## src/design/seg_display_pkg.sv

```systemverilog
package seg_display_pkg;

    //////////////////////////////////////////////////////////////////////
    // Data widths
    //////////////////////////////////////////////////////////////////////

    localparam int value_width  = 32;
    localparam int nibble_width = 4;
    // Segment bus is g down to a, active high
    localparam int seg_width    = 7;
    localparam int an_width     = 8;

    //////////////////////////////////////////////////////////////////////
    // Digit enable patterns
    //////////////////////////////////////////////////////////////////////

    // High nibble of every byte on the odd positions
    localparam logic [an_width-1:0] an_phase_hi = 8'b1010_1010;
    localparam logic [an_width-1:0] an_phase_lo = 8'b0101_0101;
    // Nothing lit before the first commit
    localparam logic [an_width-1:0] an_blank    = 8'b0000_0000;

    //////////////////////////////////////////////////////////////////////
    // Flow control and refresh
    //////////////////////////////////////////////////////////////////////

    // Queue depth, also the writer's starting credit
    localparam int credit_count = 2;

    localparam int sys_clk_hz         = 50_000_000;
    localparam int refresh_hz         = 780;
    localparam int default_div_factor = sys_clk_hz / (2 * refresh_hz);

    // Update controller states
    localparam logic st_blank = 1'b0;
    localparam logic st_show  = 1'b1;

endpackage

```

## src/design/seg7.sv

```systemverilog
module seg7 (
    input  logic [seg_display_pkg::nibble_width-1:0] din,
    output logic [seg_display_pkg::seg_width-1:0]    dout
);

    // Bit 6 is segment g, bit 0 is segment a
    always_comb begin
        case (din)
            4'h0:    dout = 7'b011_1111;
            4'h1:    dout = 7'b000_0110;
            4'h2:    dout = 7'b101_1011;
            4'h3:    dout = 7'b100_1111;
            4'h4:    dout = 7'b110_0110;
            4'h5:    dout = 7'b110_1101;
            4'h6:    dout = 7'b111_1101;
            4'h7:    dout = 7'b000_0111;
            4'h8:    dout = 7'b111_1111;
            4'h9:    dout = 7'b110_1111;
            // Letters, lower case b and d to keep them apart from 8 and 0
            4'ha:    dout = 7'b111_0111;
            4'hb:    dout = 7'b111_1100;
            4'hc:    dout = 7'b011_1001;
            4'hd:    dout = 7'b101_1110;
            4'he:    dout = 7'b111_1001;
            4'hf:    dout = 7'b111_0001;
            default: dout = 7'b000_0000;
        endcase
    end

endmodule

```

## src/design/scan_timer.sv

```systemverilog
module scan_timer #(
    parameter int div_factor = seg_display_pkg::default_div_factor
) (
    input  logic clk,
    input  logic rst,
    output logic phase,
    output logic frame_start
);

    localparam int cnt_width = (div_factor > 1) ? $clog2(div_factor) : 1;
    localparam logic [cnt_width-1:0] cnt_last = cnt_width'(div_factor - 1);

    logic [cnt_width-1:0] cnt;
    logic                 wrap;

    assign wrap = (cnt == cnt_last);

    //////////////////////////////////////////////////////////////////////
    // Divide counter and phase toggle
    //////////////////////////////////////////////////////////////////////

    always_ff @(posedge clk or posedge rst) begin
        if (rst) begin
            cnt   <= '0;
            phase <= 1'b0;
        end else if (wrap) begin
            cnt   <= '0;
            phase <= ~phase;
        end else begin
            cnt <= cnt + 1'b1;
        end
    end

    // Last cycle of phase 1 ends the frame
    assign frame_start = wrap & phase;

    // Counter stays inside its divide range
    cnt_in_range: assert property (
        @(posedge clk) disable iff (rst)
        cnt <= cnt_last
    ) else $error("scan_timer: counter beyond div_factor - 1");

endmodule

```

## src/design/value_fifo.sv

```systemverilog
module value_fifo (
    input  logic                                    clk,
    input  logic                                    rst,
    input  logic                                    push,
    input  logic [seg_display_pkg::value_width-1:0] push_data,
    input  logic                                    pop,
    output logic [seg_display_pkg::value_width-1:0] head_data,
    output logic                                    fifo_empty,
    output logic                                    credit_return
);

    import seg_display_pkg::*;

    localparam int ptr_width = (credit_count > 1) ? $clog2(credit_count) : 1;
    localparam int occ_width = $clog2(credit_count + 1);
    localparam logic [ptr_width-1:0] ptr_last = ptr_width'(credit_count - 1);
    localparam logic [occ_width-1:0] occ_full = occ_width'(credit_count);

    logic [value_width-1:0] mem [credit_count];
    logic [ptr_width-1:0]   wr_ptr;
    logic [ptr_width-1:0]   rd_ptr;
    logic [occ_width-1:0]   occ;
    logic                   fifo_full;

    function automatic logic [ptr_width-1:0] ptr_next(input logic [ptr_width-1:0] p);
        return (p == ptr_last) ? '0 : p + 1'b1;
    endfunction

    assign fifo_empty = (occ == '0);
    assign fifo_full  = (occ == occ_full);
    assign head_data  = mem[rd_ptr];

    //////////////////////////////////////////////////////////////////////
    // Storage
    //////////////////////////////////////////////////////////////////////

    always_ff @(posedge clk) begin
        if (push) begin
            mem[wr_ptr] <= push_data;
        end
    end

    // Pointers, occupancy and the registered credit pulse
    always_ff @(posedge clk or posedge rst) begin
        if (rst) begin
            wr_ptr        <= '0;
            rd_ptr        <= '0;
            occ           <= '0;
            credit_return <= 1'b0;
        end else begin
            if (push) begin
                wr_ptr <= ptr_next(wr_ptr);
            end
            if (pop) begin
                rd_ptr <= ptr_next(rd_ptr);
            end
            case ({push, pop})
                2'b10:   occ <= occ + 1'b1;
                2'b01:   occ <= occ - 1'b1;
                default: occ <= occ;
            endcase
            credit_return <= pop;
        end
    end

    // Writer spent a credit it did not hold
    no_push_when_full: assert property (
        @(posedge clk) disable iff (rst)
        push |-> !fifo_full
    ) else $error("value_fifo: push while full, writer overspent credit");

    no_pop_when_empty: assert property (
        @(posedge clk) disable iff (rst)
        pop |-> !fifo_empty
    ) else $error("value_fifo: pop while empty");

endmodule

```

## src/design/update_ctrl.sv

```systemverilog
module update_ctrl (
    input  logic clk,
    input  logic rst,
    input  logic frame_start,
    input  logic fifo_empty,
    output logic pop,
    output logic load,
    output logic blank
);

    import seg_display_pkg::*;

    logic state;
    logic state_nxt;

    //////////////////////////////////////////////////////////////////////
    // Commit decision
    //////////////////////////////////////////////////////////////////////

    // Only a frame boundary may swap the shown value, so a frame never tears
    assign pop  = frame_start & ~fifo_empty;
    assign load = pop;

    always_comb begin
        state_nxt = state;
        case (state)
            st_blank: begin
                if (load) begin
                    state_nxt = st_show;
                end
            end
            // SHOW is sticky so the last value stays up while the queue is dry
            st_show: state_nxt = st_show;
            default: state_nxt = st_blank;
        endcase
    end

    always_ff @(posedge clk or posedge rst) begin
        if (rst) begin
            state <= st_blank;
        end else begin
            state <= state_nxt;
        end
    end

    assign blank = (state == st_blank);

    // Commit only on the frame boundary from scan_timer
    load_on_frame: assert property (
        @(posedge clk) disable iff (rst)
        load |-> frame_start
    ) else $error("update_ctrl: load outside a frame_start cycle");

endmodule

```

## src/design/display_seg.sv

```systemverilog
module display_seg (
    input  logic                                    clk,
    input  logic                                    rst,
    input  logic                                    load,
    input  logic [seg_display_pkg::value_width-1:0] load_data,
    input  logic                                    phase,
    input  logic                                    blank,
    output logic [seg_display_pkg::seg_width-1:0]   seg1,
    output logic [seg_display_pkg::seg_width-1:0]   seg2,
    output logic [seg_display_pkg::seg_width-1:0]   seg3,
    output logic [seg_display_pkg::seg_width-1:0]   seg4,
    output logic [seg_display_pkg::an_width-1:0]    ans
);

    import seg_display_pkg::*;

    localparam int n_dec = 4;

    logic [value_width-1:0]  shown;
    logic [nibble_width-1:0] digit [n_dec];
    logic [seg_width-1:0]    dec   [n_dec];

    //////////////////////////////////////////////////////////////////////
    // Shown value
    //////////////////////////////////////////////////////////////////////

    always_ff @(posedge clk or posedge rst) begin
        if (rst) begin
            shown <= '0;
        end else if (load) begin
            shown <= load_data;
        end
    end

    // Decoder i serves byte i, high nibble in phase 0 and low in phase 1
    for (genvar i = 0; i < n_dec; i++) begin : g_dec
        assign digit[i] = phase ? shown[8*i +: nibble_width]
                                : shown[8*i + nibble_width +: nibble_width];

        seg7 u_seg7 (
            .din (digit[i]),
            .dout(dec[i])
        );
    end

    //////////////////////////////////////////////////////////////////////
    // Outputs
    //////////////////////////////////////////////////////////////////////

    always_comb begin
        if (blank) begin
            ans  = an_blank;
            seg1 = '0;
            seg2 = '0;
            seg3 = '0;
            seg4 = '0;
        end else begin
            ans  = phase ? an_phase_lo : an_phase_hi;
            seg1 = dec[0];
            seg2 = dec[1];
            seg3 = dec[2];
            seg4 = dec[3];
        end
    end

endmodule

```

## src/design/seg_display_top.sv

```systemverilog
module seg_display_top #(
    parameter int div_factor = seg_display_pkg::default_div_factor
) (
    input  logic                                    clk,
    input  logic                                    rst,
    input  logic                                    value_valid,
    input  logic [seg_display_pkg::value_width-1:0] value_data,
    output logic                                    credit_return,
    output logic [seg_display_pkg::seg_width-1:0]   seg1,
    output logic [seg_display_pkg::seg_width-1:0]   seg2,
    output logic [seg_display_pkg::seg_width-1:0]   seg3,
    output logic [seg_display_pkg::seg_width-1:0]   seg4,
    output logic [seg_display_pkg::an_width-1:0]    ans
);

    import seg_display_pkg::*;

    // Scan timing
    logic phase;
    logic frame_start;

    // Queue to controller and display
    logic                   fifo_empty;
    logic [value_width-1:0] head_data;
    logic                   pop;
    logic                   load;
    logic                   blank;

    //////////////////////////////////////////////////////////////////////
    // Refresh timing
    //////////////////////////////////////////////////////////////////////

    scan_timer #(
        .div_factor(div_factor)
    ) u_scan_timer (
        .clk        (clk),
        .rst        (rst),
        .phase      (phase),
        .frame_start(frame_start)
    );

    //////////////////////////////////////////////////////////////////////
    // Value queue and commit control
    //////////////////////////////////////////////////////////////////////

    value_fifo u_value_fifo (
        .clk          (clk),
        .rst          (rst),
        .push         (value_valid),
        .push_data    (value_data),
        .pop          (pop),
        .head_data    (head_data),
        .fifo_empty   (fifo_empty),
        .credit_return(credit_return)
    );

    update_ctrl u_update_ctrl (
        .clk        (clk),
        .rst        (rst),
        .frame_start(frame_start),
        .fifo_empty (fifo_empty),
        .pop        (pop),
        .load       (load),
        .blank      (blank)
    );

    // Digit multiplexing and decode
    display_seg u_display_seg (
        .clk      (clk),
        .rst      (rst),
        .load     (load),
        .load_data(head_data),
        .phase    (phase),
        .blank    (blank),
        .seg1     (seg1),
        .seg2     (seg2),
        .seg3     (seg3),
        .seg4     (seg4),
        .ans      (ans)
    );

endmodule

```

## config.mk

```make
export PLATFORM = sky130hd
export DESIGN_NAME = seg_display_top
export DESIGN_NICKNAME = d
export VERILOG_FILES = /design/src/design/seg_display_pkg.sv /design/src/design/seg7.sv /design/src/design/scan_timer.sv /design/src/design/value_fifo.sv /design/src/design/update_ctrl.sv /design/src/design/display_seg.sv /design/src/design/seg_display_top.sv
export SDC_FILE = /design/constraint.sdc
export NUM_CORES = 1
export LEC_CHECK = 0
export ABC_AREA = 1
export BUFFER_PORTS_ARGS = -buffer_cell sky130_fd_sc_hd__buf_2
export CORE_ASPECT_RATIO = 0.5
export CORE_UTILIZATION = 59
export CTS_CLUSTER_DIAMETER = 30
export DETAILED_ROUTE_END_ITERATION = 8
export PLACE_DENSITY_LB_ADDON = 0.15
export SLEW_MARGIN = 10
export SYNTH_ARGS = -nofsm -noshare
export SYNTH_HDL_FRONTEND = slang
export SYNTH_SLANG_ARGS = --single-unit
```

## constraint.sdc

```tcl
create_clock -name clk -period 3.03 [get_ports clk]
set_clock_uncertainty 0.05 [all_clocks]
set_input_delay 0.1515 -clock clk [delete_from_list [all_inputs] [get_ports clk]]
set_output_delay 0.1515 -clock clk [all_outputs]
set_load 0.01 [all_outputs]
```

# Word level (Yosys, flattened, before mapping)
# Memories as Yosys holds them, arrays and structs flattened. A register that Yosys moved wholly into a read port is not among the register bits.
# Cells that the tools add are included.
totals:
  output_inout_bits: 37
  regBits: 22
  memories: 5
  in_bits: 35
  latch_bits: 0
  romBits: 448
  elab_cells: 45
  mem_bits_rw: 64
op_classes:
  order_cmp: 0
  div: 0
  bitwise_logic: 5
  n_addsub: 5
  reduce_logical: 2
  shift: 0
  mul: 0
  muxes: 18
  n_eq_ne: 3
mem_list:
  columns: ["memory", "depth", "width", "rd", "rd_clocked_by_memory_dff", "wr", "line", "text"]
  rows:
  - ["(no name shown)", 16, 7, 1, 0, 0, "seg7.sv:8", "case (din)"]
  - ["(no name shown)", 16, 7, 1, 0, 0, "seg7.sv:8", null]
  - ["(no name shown)", 16, 7, 1, 0, 0, "seg7.sv:8", null]
  - ["(no name shown)", 16, 7, 1, 0, 0, "seg7.sv:8", null]
  - ["u_value_fifo.mem", 2, 32, 1, 1, 1, "value_fifo.sv:19", "logic [value_width-1:0] mem [credit_count];"]
ops:
  columns: ["op", "count"]
  rows:
  - ["$mux 7", 4]
  - ["$mux 4", 4]
  - ["$mux 8", 2]
  - ["$add 15x1->15 const B", 1]
  - ["$eq 15x15->1 const B", 1]
  - ["$mux 15", 1]
  - ["$mux 1", 5]
  - ["$pmux 2 s2", 1]
  - ["$not 1->1", 3]
  - ["$add 1x1->1 const B", 2]
  - ["$add 2x1->2 const B", 1]
  - ["$and 1x1->1", 2]
  - ["$eq 2x1->1 const B", 1]
  - ["$eq 2x2->1 const B", 1]
  - ["$logic_not 2->1", 1]
  - ["$pmux 1 s2", 1]
  - ["$reduce_bool 2->1", 1]
  - ["$sub 2x1->2 const B", 1]

# Longest topological paths before layout
logic_depth:
  ltp_word: 5
  depth_mapped: 11

# Hierarchy
# Synthesis repeated with hierarchy kept, for this count alone.
unflattened:
  cells_unflattened: 790
  hier_area_um2: 6640.1
modules_own_cells:
  columns: ["mod", "n_inst", "area_each_um2", "seq_area_each_um2", "cells_each"]
  rows:
  - ["value_fifo", 1, 2730.1, 2047.0, 192]
  - ["display_seg", 1, 1810.5, 800.8, 256]
  - ["seg7", 4, 270.3, 0.0, 52]
  - ["scan_timer", 1, 960.9, 400.4, 126]
  - ["update_ctrl", 1, 57.6, 25.0, 8]

# Worst setup path before layout
# OpenSTA, ideal clock, no wires.
synth_path:
  kind: "register to register"
  from: "register u_value_fifo.wr_ptr"
  to: "memory u_value_fifo.mem[0][0], enable pin"
  setup_slack_ns: 0.794
  required_ns: 2.558
  stages_incl_launch_ff: 2
  arrival_ns: 1.764
  period_less_slack_ns: 2.236
  path_buffers: 0
  cell_sequence: "dfrtp_1 > nor2_1"
synth_rtl:
  columns: ["item", "line", "text"]
  rows:
  - ["start, declared", "value_fifo.sv:20", "logic [ptr_width-1:0] wr_ptr;"]
  - ["start signal, assigned", "value_fifo.sv:52", "wr_ptr <= ptr_next(wr_ptr);"]
  - ["end, declared", "value_fifo.sv:19", null]
# No word-level cell before the write port.

# Final worst setup path
layout_path:
  from: "register u_scan_timer.phase"
  to: "output seg3[0] (netlist name)"
layout_between:
  elab_chain_cells: 3
layout_lines:
  columns: ["item", "line", "text"]
  rows:
  - ["start, declared", "scan_timer.sv:6", "output logic phase,"]
  - ["start signal, assigned", "scan_timer.sv:28", "phase <= ~phase;"]
  - ["$mux 4", "display_seg.sv:37", "assign digit[i] = phase ? shown[8*i +: nibble_width]"]
  - ["$mem_v2 16x7", null, null]
  - ["$mux 7", "display_seg.sv:51", "if (blank) begin"]
  - ["end, declared", "seg_display_top.sv:11", "output logic [seg_display_pkg::seg_width-1:0] seg3,"]
# No other way between the ends.

==> qor.txt <==
SYNTHESIS
--------------------------------------------------------------------------------
Portion of the post-synthesis area used by sequential elements             0.530
Netlist area before placement                                          6170 um^2
Number of flip-flops and latches in the synthesized netlist                  118
Post-Syn Nets                                                                763
Leading cell types by total area after synthesis                    sky130_fd_sc_hd__edfxtp_1, sky130_fd_sc_hd__dfrtp_1, sky130_fd_sc_hd__nand2_1, sky130_fd_sc_hd__ha_1, sky130_fd_sc_hd__nand4_1
Count of different cell masters after synthesis                               34
Top cell type by total area after synthesis                         sky130_fd_sc_hd__edfxtp_1
Top-area cell type share of the netlist area                               0.311
Mapped Cells                                                                 701
Synthesized area per cell                                              8.80 um^2
Synthesis warning total                                                        0

PLACE
--------------------------------------------------------------------------------
Post-placement cell count                                                    879
Detailed-placement wirelength estimate                                   8460 um
Final Wtd Congestion                                                       0.835
Cell Area, Placed                                                      6520 um^2
Count of input and output buffers                                             71

GLOBAL ROUTING
--------------------------------------------------------------------------------
Maximum number of pins on one net before global-route repair                  42
Wire length of the first global-routing pass                            22300 um
Overall overflow remaining after global route                                  0
Number of antenna violations at the first check in global routing              0
Number of global-route vias before repair                                   4735
Global-route usage over all layers                                         0.268

CTS
--------------------------------------------------------------------------------
Clock tree from TritonCTS                                                  built
Number of buffers inserted during clock tree synthesis                        17
CTS clock-pin slew for the worst setup and hold paths                    0.06 ns
Number of clock sinks seen by CTS                                            118
Post-CTS repair timing setup buffer count                                      0
Number of H-tree levels                                                        4
Clock insertion delay at the later pin of the skew report                0.42 ns
Root Buffer Master                                                  sky130_fd_sc_hd__clkbuf_16
Maximum clock path buffer count                                                2

TIMING
--------------------------------------------------------------------------------
Worst Max-Slew Pin Slew                                                 0.725 ns
Final setup viols                                                              0
Max-slew violation count                                                       0
Final hold violation count                                                     0
Timing-limited maximum frequency                                       0.354 GHz
Final total negative setup slack                                            0 ns
RSZ-0062 raised after global routing                                       false
Part of the cycle the worst path needs                                     0.932
Slew Limit Headroom                                                        0.513
Post-route minimum period                                                2.82 ns

CELLS AND AREA
--------------------------------------------------------------------------------
Area taken by flip-flops and latches                                   3280 um^2
Layout cells sized above 1                                                 0.174
Leading cell types in the layout, fill and taps excluded            sky130_fd_sc_hd__nand2_1, sky130_fd_sc_hd__buf_2, sky130_fd_sc_hd__edfxtp_1
Layout Cells excl Fill                                                       945
Number of antenna diodes                                                       0
Fill count                                                                   664
Area of combinational cells with multiple inputs                       2440 um^2
Utilization after layout                                                   0.759
Finished Cell Area                                                     7430 um^2
Area growth from synthesis to layout                                       20.4%
Most common cell after layout, fill and taps aside                  sky130_fd_sc_hd__nand2_1
Final net count                                                              859

POWER AND IR DROP
--------------------------------------------------------------------------------
PnR Total Power                                                          4.26 mW
Maximum vdd ir drop                                                     0.361 mV
Standby leakage power                                                    3.63 nW
Power density of the placed cells                                    573 nW/um^2

CRITICAL PATH
--------------------------------------------------------------------------------
Kind of cell with the highest combined delay on the critical path     flip-flops
Cell type with the highest occurrence count on the critical path    sky130_fd_sc_hd__nand2_1
Kind of end point of the critical path                                output pin
Register-to-register path setup slack                                    0.87 ns
Sort of element at the start of the critical path                      flip-flop
Arrival time at the worst endpoint                                       2.62 ns
Required time of the worst setup path                                    2.83 ns
Classification of the worst setup path                              flip-flop to output pin
Buffer and inverter count on the worst path                                    3
Worst path slowest cell                                             sky130_fd_sc_hd__dfrtp_4
Crit-path max FO                                                              30
Largest stage delay, worst path                                          0.63 ns
Chain of cells forming the critical path                            buf_4 > o21ai_1 > inv_1 > ha_1 > or2_0 > nand2_1 > nand2_1 > nor2_1 > buf_2

FLOORPLANNING
--------------------------------------------------------------------------------
Die boundary height                                                      74.3 um
Starting density of the core                                               0.630
Die width                                                                 147 um
Area of the core                                                       9790 um^2
Boundary pin count                                                            72
Floorplan row count                                                           25
Die footprint                                                         10900 um^2

DETAILED ROUTING
--------------------------------------------------------------------------------
DRC violations left                                                            0
Post-DR wirelength/cell                                                  14.3 um
Total via count after detailed routing                                      4984
Detailed Routing Iterations Pass 1                                             5
Starting DRT DRC Count                                                       354
Drt total wl                                                            13500 um
Antenna violation net count after detailed routing                             0
Via count normalized by instance count                                      5.27

HOLD PATH
--------------------------------------------------------------------------------
Path class of the lowest-slack min-delay path                       primary input to asynchronous set/reset pin

RUN
--------------------------------------------------------------------------------
Max-cap violations                                                             0

STATUS
--------------------------------------------------------------------------------
Outcome                                                                completed

path summary, 6_finish.rpt:
check,startpoint,to,depth (start not counted)
hold reg to reg,u_value_fifo.occ[1],u_value_fifo.occ[1],1
min in group clk,value_data[31],u_value_fifo.mem[0][31],2
max in group asynchronous,rst,u_display_seg.shown[14],4
setup reg to reg,u_value_fifo.occ[1],u_value_fifo.occ[1],6
hold / removal,rst,u_scan_timer.cnt[3],3
setup / recovery,u_scan_timer.phase,seg3[0],9
kinds of logic after synthesis:
logic type	count (synthesis)	share of synthesized area
compound gates	72	0.0614
buf+inv	93	0.0746
flops	118	0.530
simple gates	383	0.266
fa+ha+maj	27	0.0547
xor+xnor	8	0.0126
cell usage after synthesis, drive strengths merged:
master  instances
nand2         269
edfxtp         64
dfrtp          54
inv            54
nor2           52
nand4          39
a21oi          33
o21ai          33
buf            31
ha             27
nand3          10
clkbuf          7
nor3            6
xor2            6
or2             5
o211ai          4
o21bai          2
xnor2           2
and2            1
and3            1
clkinv          1
power by group:
part / internal (mW) / total [mW] / switching, mW / leakage [nW]
Clock: 1.14 / 1.92 / 0.777 / 0.275
Combinational: 0.103 / 0.364 / 0.261 / 2.03
Sequential: 1.92 / 1.97 / 0.0551 / 1.33
Total: 3.16 / 4.26 / 1.09 / 3.63
metal layers:
layer / up-vias / GRT usage / routed length [um]
met5: - / 0 / 0
met1: 2327 / 0.338 / 6020
met3: 25 / 0.0583 / 687
met2: 154 / 0.467 / 6540
li1: 2478 / - / -
met4: 0 / 0.104 / 225
worst register-to-register path: stages (launching register included):
cell	delay (ns)
sky130_fd_sc_hd__dfrtp_1	0.38
sky130_fd_sc_hd__or2_2	0.57
sky130_fd_sc_hd__and3_1	0.36
sky130_fd_sc_hd__ha_1	0.31
sky130_fd_sc_hd__a21oi_1	0.12
sky130_fd_sc_hd__o21ai_0	0.11
sky130_fd_sc_hd__xnor2_1	0.14
area by class of cell:
| class | count | share of cell area |
|---|---|---|
| inverters | 55 | 0.0278 |
| flip-flops and latches | 118 | 0.441 |
| multi-input cells | 490 | 0.328 |
| repair buffers | 115 | 0.104 |
| well taps | 135 | 0.0227 |
| clock buffers | 17 | 0.0572 |
| clock inverters | 15 | 0.0194 |
flip-flops by register name, indices dropped and copies added, names as in the netlist:
register                    cells
u_value_fifo.wr_ptr             1
u_value_fifo.mem               64
u_scan_timer.cnt               15
u_display_seg.shown            32
u_value_fifo.occ                2
u_update_ctrl.state             1
u_scan_timer.phase              1
u_value_fifo.rd_ptr             1
u_value_fifo.credit_return      1
stage by stage:
| step | setup WS (ns) | hold slack (ns) |
|---|---|---|
| final | 0.206 | 0.176 |
| after global routing | 0.00356 | 0.207 |
| after CTS | 0.115 | 0.172 |
| after detailed placement | 0.558 | 0.0591 |
| after global placement | 0.640 | 0.0613 |
| after floorplan | 0.794 | 0.193 |
repair_timing:
item,4_1_cts,5_1_grt
hold endpoints to repair,94,0
hold buffers,34,0
resized for setup,0,1
setup endpoints to repair,0,5
Note: power is estimated with default switching activity, not from simulation.
